--- config.mk ---
export PLATFORM = sky130hd
export DESIGN_NAME = agp_exec_top
export DESIGN_NICKNAME = d
export VERILOG_FILES = /design/src/hw/agp_pkg.sv /design/src/hw/agp_accel.sv /design/src/hw/agp_exec_unit.sv /design/src/hw/agp_exec_regs.sv /design/src/hw/agp_exec_top.sv
export VERILOG_INCLUDE_DIRS = /design/src /design/src/hw
export SDC_FILE = /design/constraint.sdc
export NUM_CORES = 2
export LEC_CHECK = 0
export BUFFER_PORTS_ARGS = -buffer_cell sky130_fd_sc_hd__buf_2
export CAP_MARGIN = 20
export CELL_PAD_IN_SITES_DETAIL_PLACEMENT = 0
export CELL_PAD_IN_SITES_GLOBAL_PLACEMENT = 2
export CORE_MARGIN = 2
export CORE_UTILIZATION = 29
export DETAILED_ROUTE_END_ITERATION = 16
export GPL_TIMING_DRIVEN = 1
export PLACE_DENSITY = 0.73
export SLEW_MARGIN = 20
export SYNTH_ARGS = -nofsm -noshare
export SYNTH_HDL_FRONTEND = slang
export SYNTH_SLANG_ARGS = --single-unit
--- constraint.sdc ---
create_clock -name clk -period 17.81 [get_ports clk]
set_input_delay 1.781 -clock clk [delete_from_list [all_inputs] [get_ports clk]]
set_output_delay 1.781 -clock clk [all_outputs]
set_load 0.005 [all_outputs]
--- src/hw/agp_macros.svh ---
`ifndef AGP_MACROS_SVH
`define AGP_MACROS_SVH

`define AGP_WORD_W 32
`define AGP_ADR_W 5

// byte offsets on the slave port
`define AGP_REG_OPA 5'h00
`define AGP_REG_OPB 5'h04
`define AGP_REG_CMD 5'h08
`define AGP_REG_RESULT 5'h0C
`define AGP_REG_STATUS 5'h10

`define AGP_CMD_FUNC_LSB 0 // func in 3:0
`define AGP_CMD_UNIT_LSB 4 // unit in 5:4

`define AGP_STAT_BUSY 0
`define AGP_STAT_CARRY 1
`define AGP_STAT_OVF 2

`endif

--- src/hw/agp_pkg.sv ---
`include "agp_macros.svh"

package agp_pkg;

   typedef logic [`AGP_WORD_W-1:0] word_t;

   // same order as the processor's func field
   typedef enum logic [3:0] {
      ALU_ADD   = 4'd0,
      ALU_ADDC  = 4'd1,
      ALU_SUB   = 4'd2,
      ALU_CARRY = 4'd3,
      ALU_OVF   = 4'd4,
      ALU_INC   = 4'd5,
      ALU_DEC   = 4'd6,
      ALU_MUL   = 4'd7,
      ALU_MULHU = 4'd8,
      ALU_AND   = 4'd9,
      ALU_OR    = 4'd10,
      ALU_XOR   = 4'd11,
      ALU_EQ    = 4'd12,
      ALU_LESS  = 4'd13,
      ALU_LOWER = 4'd14,
      ALU_SND   = 4'd15
   } alu_func_e;

   typedef enum logic [1:0] {
      SH_LL  = 2'd0,
      SH_LR  = 2'd1,
      SH_AR  = 2'd2,
      SH_ROR = 2'd3
   } shift_func_e;

   typedef enum logic [1:0] {
      UNIT_ALU   = 2'd0,
      UNIT_SHIFT = 2'd1,
      UNIT_ACCEL = 2'd2,
      UNIT_RSVD  = 2'd3 // accepted, never started
   } exec_unit_e;

endpackage

--- src/hw/agp_accel.sv ---
`timescale 1ns/1ns
`include "agp_macros.svh"

module agp_accel import agp_pkg::*; (
   input  logic  clk,
   input  logic  arst_n,
   input  logic  start,
   input  word_t arg,
   output word_t result,
   output logic  done
);

   localparam int HALF_W = `AGP_WORD_W / 2;

   word_t             arg_q;
   logic [1:0]        step;     // 0 idle, then 1 and 2
   logic [HALF_W-1:0] half_sum; // carry out dropped

   assign half_sum = arg_q[`AGP_WORD_W-1:HALF_W] + arg_q[HALF_W-1:0];

   always_ff @(posedge clk or negedge arst_n) begin
      if (!arst_n) begin
         step <= 2'd0;
         done <= 1'b0;
      end else begin
         done <= 1'b0;
         if (start) begin
            step <= 2'd1; // restarts a running sum too
         end else if (step == 2'd2) begin
            step <= 2'd0;
            done <= 1'b1;
         end else if (step != 2'd0) begin
            step <= step + 2'd1;
         end
      end
   end

   always_ff @(posedge clk) begin
      if (start) begin
         arg_q <= arg;
      end
      if (!start && step == 2'd2) begin
         result <= word_t'(half_sum);
      end
   end

endmodule

--- src/hw/agp_exec_unit.sv ---
`timescale 1ns/1ns
`include "agp_macros.svh"

module agp_exec_unit import agp_pkg::*; (
   input  logic       clk,
   input  logic       arst_n,
   input  logic       start,
   input  logic       shift_sel,
   input  logic [3:0] func,
   input  word_t      opa,
   input  word_t      opb,
   output word_t      result,
   output logic       done,
   output logic       carry,
   output logic       overflow
);

   localparam int W = `AGP_WORD_W;
   localparam int SH_W = $clog2(W);

   alu_func_e      alu_func;
   shift_func_e    shift_func;
   logic [W:0]     sum;
   word_t          diff;
   logic [2*W-1:0] prod;
   word_t          rot;
   word_t          alu_res;
   word_t          shift_res;
   logic           carry_nxt;
   logic           ovf_nxt;

   assign alu_func   = alu_func_e'(func);
   assign shift_func = shift_func_e'(func[1:0]);

   // add with carry shares the adder, old carry on the lsb
   assign sum  = {1'b0, opa} + {1'b0, opb} + {{W{1'b0}}, (alu_func == ALU_ADDC) & carry};
   assign diff = opa - opb;
   assign prod = {{W{1'b0}}, opa} * {{W{1'b0}}, opb};
   assign rot  = word_t'({opa, opa} >> opb[SH_W-1:0]); // amount mod word width

   always_comb begin
      alu_res   = '0;
      carry_nxt = carry;
      ovf_nxt   = overflow;
      case (alu_func)
         ALU_ADD: begin
            alu_res   = sum[W-1:0];
            carry_nxt = sum[W];
            ovf_nxt   = (opa[W-1] == opb[W-1]) && (sum[W-1] != opa[W-1]);
         end
         ALU_ADDC: begin
            alu_res   = sum[W-1:0];
            carry_nxt = sum[W];
         end
         ALU_SUB: begin
            alu_res = diff;
            ovf_nxt = (opa[W-1] != opb[W-1]) && (diff[W-1] != opa[W-1]);
         end
         // flags as they stood before this op
         ALU_CARRY: alu_res = word_t'(carry);
         ALU_OVF:   alu_res = word_t'(overflow);
         ALU_INC:   alu_res = opa + word_t'(1);
         ALU_DEC:   alu_res = opa - word_t'(1);
         ALU_MUL:   alu_res = prod[W-1:0];
         ALU_MULHU: alu_res = prod[2*W-1:W];
         ALU_AND:   alu_res = opa & opb;
         ALU_OR:    alu_res = opa | opb;
         ALU_XOR:   alu_res = opa ^ opb;
         ALU_EQ:    alu_res = word_t'(opa == opb);
         ALU_LESS:  alu_res = word_t'($signed(opa) < $signed(opb));
         ALU_LOWER: alu_res = word_t'(opa < opb);
         ALU_SND:   alu_res = opb;
      endcase
   end

   // full opb as amount, so logical shifts clear at 32 and up
   always_comb begin
      case (shift_func)
         SH_LL:  shift_res = opa << opb;
         SH_LR:  shift_res = opa >> opb;
         SH_AR:  shift_res = word_t'($signed(opa) >>> opb);
         SH_ROR: shift_res = rot;
      endcase
   end

   always_ff @(posedge clk or negedge arst_n) begin
      if (!arst_n) begin
         done     <= 1'b0;
         carry    <= 1'b0;
         overflow <= 1'b0;
      end else begin
         done <= start;
         if (start && !shift_sel) begin
            carry    <= carry_nxt;
            overflow <= ovf_nxt;
         end
      end
   end

   always_ff @(posedge clk) begin
      if (start) begin
         result <= shift_sel ? shift_res : alu_res;
      end
   end

endmodule

--- src/hw/agp_exec_regs.sv ---
`timescale 1ns/1ns
`include "agp_macros.svh"

module agp_exec_regs import agp_pkg::*; (
   input  logic                  clk,
   input  logic                  arst_n,
   input  logic                  wb_cyc,
   input  logic                  wb_stb,
   input  logic                  wb_we,
   input  logic [`AGP_ADR_W-1:0] wb_adr,
   input  word_t                 wb_wdata,
   output word_t                 wb_rdata,
   output logic                  wb_ack,
   output logic                  exec_start,
   output logic                  accel_start,
   output logic [3:0]            func,
   output logic                  shift_sel,
   output word_t                 opa,
   output word_t                 opb,
   input  word_t                 exec_result,
   input  logic                  exec_done,
   input  word_t                 accel_result,
   input  logic                  accel_done,
   input  logic                  carry,
   input  logic                  overflow
);

   logic       req;
   logic       cmd_sel;
   logic       stall;
   logic       acc;
   logic       wr;
   logic       busy;
   logic [3:0] cmd_func;
   exec_unit_e cmd_unit;
   exec_unit_e new_unit;
   word_t      result_q;
   word_t      cmd_word;
   word_t      status;

   assign req      = wb_cyc && wb_stb;
   assign cmd_sel  = (wb_adr == `AGP_REG_CMD);
   assign stall    = wb_we && cmd_sel && busy; // held off until busy drops
   assign acc      = req && !wb_ack && !stall; // no second ack for the same request
   assign wr       = acc && wb_we;
   assign new_unit = exec_unit_e'(wb_wdata[`AGP_CMD_UNIT_LSB +: 2]);

   assign func      = cmd_func;
   assign shift_sel = (cmd_unit == UNIT_SHIFT);

   always_ff @(posedge clk or negedge arst_n) begin
      if (!arst_n) begin
         wb_ack <= 1'b0;
         opa    <= '0;
         opb    <= '0;
      end else begin
         wb_ack <= acc;
         if (wr) begin
            case (wb_adr)
               `AGP_REG_OPA: opa <= wb_wdata;
               `AGP_REG_OPB: opb <= wb_wdata;
               default: ; // cmd below, rest read only or unmapped
            endcase
         end
      end
   end

   // command issue and completion
   always_ff @(posedge clk or negedge arst_n) begin
      if (!arst_n) begin
         cmd_func    <= '0;
         cmd_unit    <= UNIT_ALU;
         busy        <= 1'b0;
         exec_start  <= 1'b0;
         accel_start <= 1'b0;
         result_q    <= '0;
      end else begin
         exec_start  <= 1'b0;
         accel_start <= 1'b0;
         if (wr && cmd_sel) begin
            cmd_func    <= wb_wdata[`AGP_CMD_FUNC_LSB +: 4];
            cmd_unit    <= new_unit;
            busy        <= (new_unit != UNIT_RSVD);
            exec_start  <= (new_unit == UNIT_ALU) || (new_unit == UNIT_SHIFT);
            accel_start <= (new_unit == UNIT_ACCEL);
         end
         if (exec_done || accel_done) begin
            busy <= 1'b0;
         end
         if (exec_done) begin
            result_q <= exec_result;
         end else if (accel_done) begin
            result_q <= accel_result;
         end
      end
   end

   always_comb begin
      cmd_word = '0;
      cmd_word[`AGP_CMD_FUNC_LSB +: 4] = cmd_func;
      cmd_word[`AGP_CMD_UNIT_LSB +: 2] = cmd_unit;

      status = '0;
      status[`AGP_STAT_BUSY]  = busy;
      status[`AGP_STAT_CARRY] = carry;
      status[`AGP_STAT_OVF]   = overflow;

      case (wb_adr)
         `AGP_REG_OPA:    wb_rdata = opa;
         `AGP_REG_OPB:    wb_rdata = opb;
         `AGP_REG_CMD:    wb_rdata = cmd_word;
         `AGP_REG_RESULT: wb_rdata = result_q;
         `AGP_REG_STATUS: wb_rdata = status;
         default:         wb_rdata = '0;
      endcase
   end

endmodule

--- src/hw/agp_exec_top.sv ---
`timescale 1ns/1ns
`include "agp_macros.svh"

module agp_exec_top import agp_pkg::*; (
   input  logic                  clk,
   input  logic                  arst_n,
   input  logic                  wb_cyc,
   input  logic                  wb_stb,
   input  logic                  wb_we,
   input  logic [`AGP_ADR_W-1:0] wb_adr,
   input  word_t                 wb_wdata,
   output word_t                 wb_rdata,
   output logic                  wb_ack
);

   logic       exec_start;
   logic       accel_start;
   logic [3:0] func;
   logic       shift_sel;
   word_t      opa;
   word_t      opb;
   word_t      exec_result;
   logic       exec_done;
   word_t      accel_result;
   logic       accel_done;
   logic       carry;
   logic       overflow;

   agp_exec_regs u_regs (
      .clk          (clk),
      .arst_n       (arst_n),
      .wb_cyc       (wb_cyc),
      .wb_stb       (wb_stb),
      .wb_we        (wb_we),
      .wb_adr       (wb_adr),
      .wb_wdata     (wb_wdata),
      .wb_rdata     (wb_rdata),
      .wb_ack       (wb_ack),
      .exec_start   (exec_start),
      .accel_start  (accel_start),
      .func         (func),
      .shift_sel    (shift_sel),
      .opa          (opa),
      .opb          (opb),
      .exec_result  (exec_result),
      .exec_done    (exec_done),
      .accel_result (accel_result),
      .accel_done   (accel_done),
      .carry        (carry),
      .overflow     (overflow)
   );

   agp_exec_unit u_exec (
      .clk       (clk),
      .arst_n    (arst_n),
      .start     (exec_start),
      .shift_sel (shift_sel),
      .func      (func),
      .opa       (opa),
      .opb       (opb),
      .result    (exec_result),
      .done      (exec_done),
      .carry     (carry),
      .overflow  (overflow)
   );

   // accelerator only sees opa
   agp_accel u_accel (
      .clk    (clk),
      .arst_n (arst_n),
      .start  (accel_start),
      .arg    (opa),
      .result (accel_result),
      .done   (accel_done)
   );

endmodule

==> impl_metrics.json <==
{
  "status": "complete, no violations",
  "clk_path_buf_depth": 2,
  "syn-cell-area_mm2": 0.0528,
  "skew_ns": 0.0320,
  "synth_area_leaders": "fa_1 34%, ha_1 9.6%, inv_1 7.0%, nor2_1 6.8%, dfrtp_1 5.3%",
  "synthArstFlopShare": 0.583,
  "gp_congestion": 0.996,
  "postCtsSetupRepairBufs": 0,
  "worstHoldStart": "u_accel.step[1]",
  "min_path_cells": 1,
  "dieArea_mm2": 0.185,
  "cts_buffers": 17,
  "routed_wl_um": 260000,
  "setup-violations-final": 0,
  "die_y_um": 431,
  "syn2layout_area_growth_pct": 7.04,
  "synth_edf_count": 80,
  "slew_headroom": 0.212,
  "drc": 0,
  "grt_pass1_wl_um": 371000,
  "critPathLaunchType": "flip-flop",
  "ios": 75,
  "cts.sinks": 192,
  "row_count": 156,
  "nets": 7505,
  "period_share": 0.566,
  "synth_top_area_frac": 0.342,
  "path_clk_slew_ns": 0.10,
  "rr_endpoint": "u_exec.result[31]",
  "grt_max_degree": 83,
  "drt_iter0_markers": 5531,
  "synth.distinct_cells": 96,
  "postPlaceCellArea_mm2": 0.0558,
  "syn_inst": 6326,
  "core_mm2": 0.181,
  "seq_area_mm2": 0.00523,
  "grt.total_usage": 0.279,
  "cts-resized-gates": 0,
  "tightest_slew_ns": 1.18,
  "cap_violations": 0,
  "die-width_um": 431,
  "vias": 48300,
  "grt_pass1_vias": 49400,
  "worst_ep_required_time_ns": 18.08,
  "place_hpwl_um": 193000,
  "final.fill_count": 19300,
  "antenna_left": 0,
  "r2r_slack_ns": 7.73,
  "design_area_mm2": 0.0565,
  "dr.pass1.iters": 6,
  "yosys.area.top_type": "fa_1",
  "ys_ff_latch": 192,
  "hold_viol_final": 0,
  "end_kind": "flip-flop",
  "hold_end": "u_accel.step[1]",
  "min_path_type": "reg -> reg",
  "r2r_start": "u_regs.opa[15]",
  "worstPathMaxFanout": 24,
  "initial_core_util": 0.292,
  "r2r_cells": 26,
  "cts_hold_buffers": 0,
  "clock.fmax_ghz": 0.0992,
  "post_synth.cell_area_avg_um2": 8.34,
  "syn-num-nets": 7673,
  "cts_root_buf": "clkbuf_16",
  "rsz0062_at_grt": "false",
  "wire_per_inst_um": 30.4,
  "io_buffers": 74,
  "via_per_inst": 5.65,
  "slew_violations": 0,
  "synthFlopType": "dfrtp_1",
  "htreeDepth": 4,
  "clock_latency_ns": 0.55,
  "worstSetupPathType": "reg -> reg",
  "drive_gt1_frac": 0.0715,
  "synth-seq-area-share": 0.0986,
  "overflow": 0,
  "cts_tree": "built",
  "antenna_found_initial": 19,
  "fin_crit_ns": 10.08,
  "cp.arrival_ns": 10.35,
  "yosysWarnings": 0,
  "fin_tns_setup_ns": 0,
  "multi_input_area_mm2": 0.0422
}
[through the flow]
step | hold WS [ns] | setup WS (ns) | utilization | cells
floorplan | 0.399 | 9.01 | - | 6326
global placement | 0.407 | 8.07 | 0.309 | 8507
detailed placement | 0.417 | 8.07 | 0.309 | 8509
CTS | 0.431 | 8.01 | 0.312 | 8541
global route | 0.463 | 7.72 | 0.312 | 8541
finish | 0.426 | 7.73 | 0.312 | 8551
[synthesized netlist by cell type (9+ instances only)]
cell type / n
a2111oi_0: 9
a211o_1: 13
a211oi_1: 59
a21o_1: 52
a21oi_1: 319
a221o_1: 17
a221oi_1: 48
a22oi_1: 26
a31oi_1: 33
and2_1: 21
and3_1: 17
buf_1: 100
buf_2: 21
clkbuf_1: 307
clkinv_1: 11
dfrtp_1: 112
edfxtp_1: 80
fa_1: 901
ha_1: 404
inv_1: 987
inv_2: 9
mux2_2: 52
mux2i_1: 111
mux4_2: 48
nand2_1: 665
nand2b_1: 34
nand3_1: 55
nand4_1: 28
nor2_1: 962
nor2b_1: 21
nor3_1: 68
nor3b_1: 9
nor4_1: 25
o2111ai_1: 11
o211ai_1: 30
o21a_1: 17
o21ai_0: 243
o21ai_1: 35
o21bai_1: 31
o221ai_1: 28
o22ai_1: 30
o31ai_1: 24
or3_1: 21
xnor2_1: 64
xor2_1: 35
[cell type report]
cell class                 instances  share of cell area
multi-input combinational       4692               0.746
sequential                       192              0.0925
inverter                        1007              0.0669
tap                             2370              0.0525
timing repair buffer             248              0.0297
clock buffer                      17             0.00753
clock inverter                    15             0.00401
antenna                           10            0.000443
[critical path, stage by stage (launching register included)]
cell	delay (ns)
dfrtp_1	0.37
buf_4	0.32
inv_1	0.72
buf_4	0.40
nor2_1	0.10
fa_1	0.53
inv_1	0.05
fa_1	0.49
fa_1	0.45
fa_1	0.56
inv_1	0.05
fa_1	0.49
inv_1	0.06
fa_1	0.54
inv_1	0.05
fa_1	0.51
fa_1	0.43
ha_1	0.41
a21oi_1	0.31
nand2_1	0.10
a211oi_1	0.48
a21oi_1	0.28
o21ai_1	0.83
a211oi_1	0.35
o211a_1	0.31
nor3_1	0.40
a211oi_1	0.17
[kinds of logic (layout without fill, tap and decap cells)]
family                     count (synthesis)  after routing  synth area share
other                                      0             10                 0
and+or+nand+nor                         1956           1956             0.153
xor gates and xnor gates                  99             99            0.0164
AOI/OAI and AO/OA                       1121           1121             0.138
muxes                                    211            211            0.0526
DFF                                      192            192            0.0986
adders and majority gates               1305           1305             0.438
buffers and inverters                   1442           1287             0.104
[metal layers]
metal,routed length [um],GRT usage
met1,106000,0.364
met2,118000,0.444
met3,19900,0.0459
met4,16100,0.147
met5,207,0.00390
[state kept, by name, summed over array words and instances, names as in the netlist, 2 cells and up]
register	cells
u_accel.arg_q	32
u_accel.result	16
u_accel.step	2
u_exec.result	32
u_regs.cmd_unit	2
u_regs.func	4
u_regs.opa	32
u_regs.opb	32
u_regs.result_q	32
[cells in the final DEF, fill, tap and decap left out, types with 25 or more instances in the layout]
master    netlist  layout
a31oi_1        33      33
a21o_1         52      52
buf_4           6     172
buf_2          21      75
ha_1          404     404
o221ai_1       28      28
o21bai_1       31      31
mux4_2         48      48
o211ai_1       30      30
xor2_1         35      35
mux2i_1       111     111
nor3_1         68      65
a21oi_1       319     318
xnor2_1        64      64
nand2b_1       34      34
inv_1         987     981
o21ai_0       243     242
nor2_1        962     957
nand4_1        28      28
a221oi_1       48      48
nand2_1       665     665
nor4_1         25      25
a22oi_1        26      26
nand3_1        55      55
o21ai_1        35      36
edfxtp_1       80      80
dfrtp_1       112     103
a211oi_1       59      59
fa_1          901     901
mux2_2         52      52
o22ai_1        30      30
[worst max path at each step]
stage,start,endpoint,slack [ns]
after floorplan,u_regs.opb[2],u_exec.result[26],9.01
after global placement,u_regs.opb[13],u_exec.result[29],8.07
after detailed placement,u_regs.opa[15],u_exec.result[31],8.07
after CTS,u_regs.opa[15],u_exec.result[31],8.01
after global routing,u_regs.opa[15],u_exec.result[31],7.72
final,u_regs.opa[15],u_exec.result[31],7.73
Power is not shown: default switching activity piles up to over one toggle a cycle in this logic, so the estimate is an artifact.
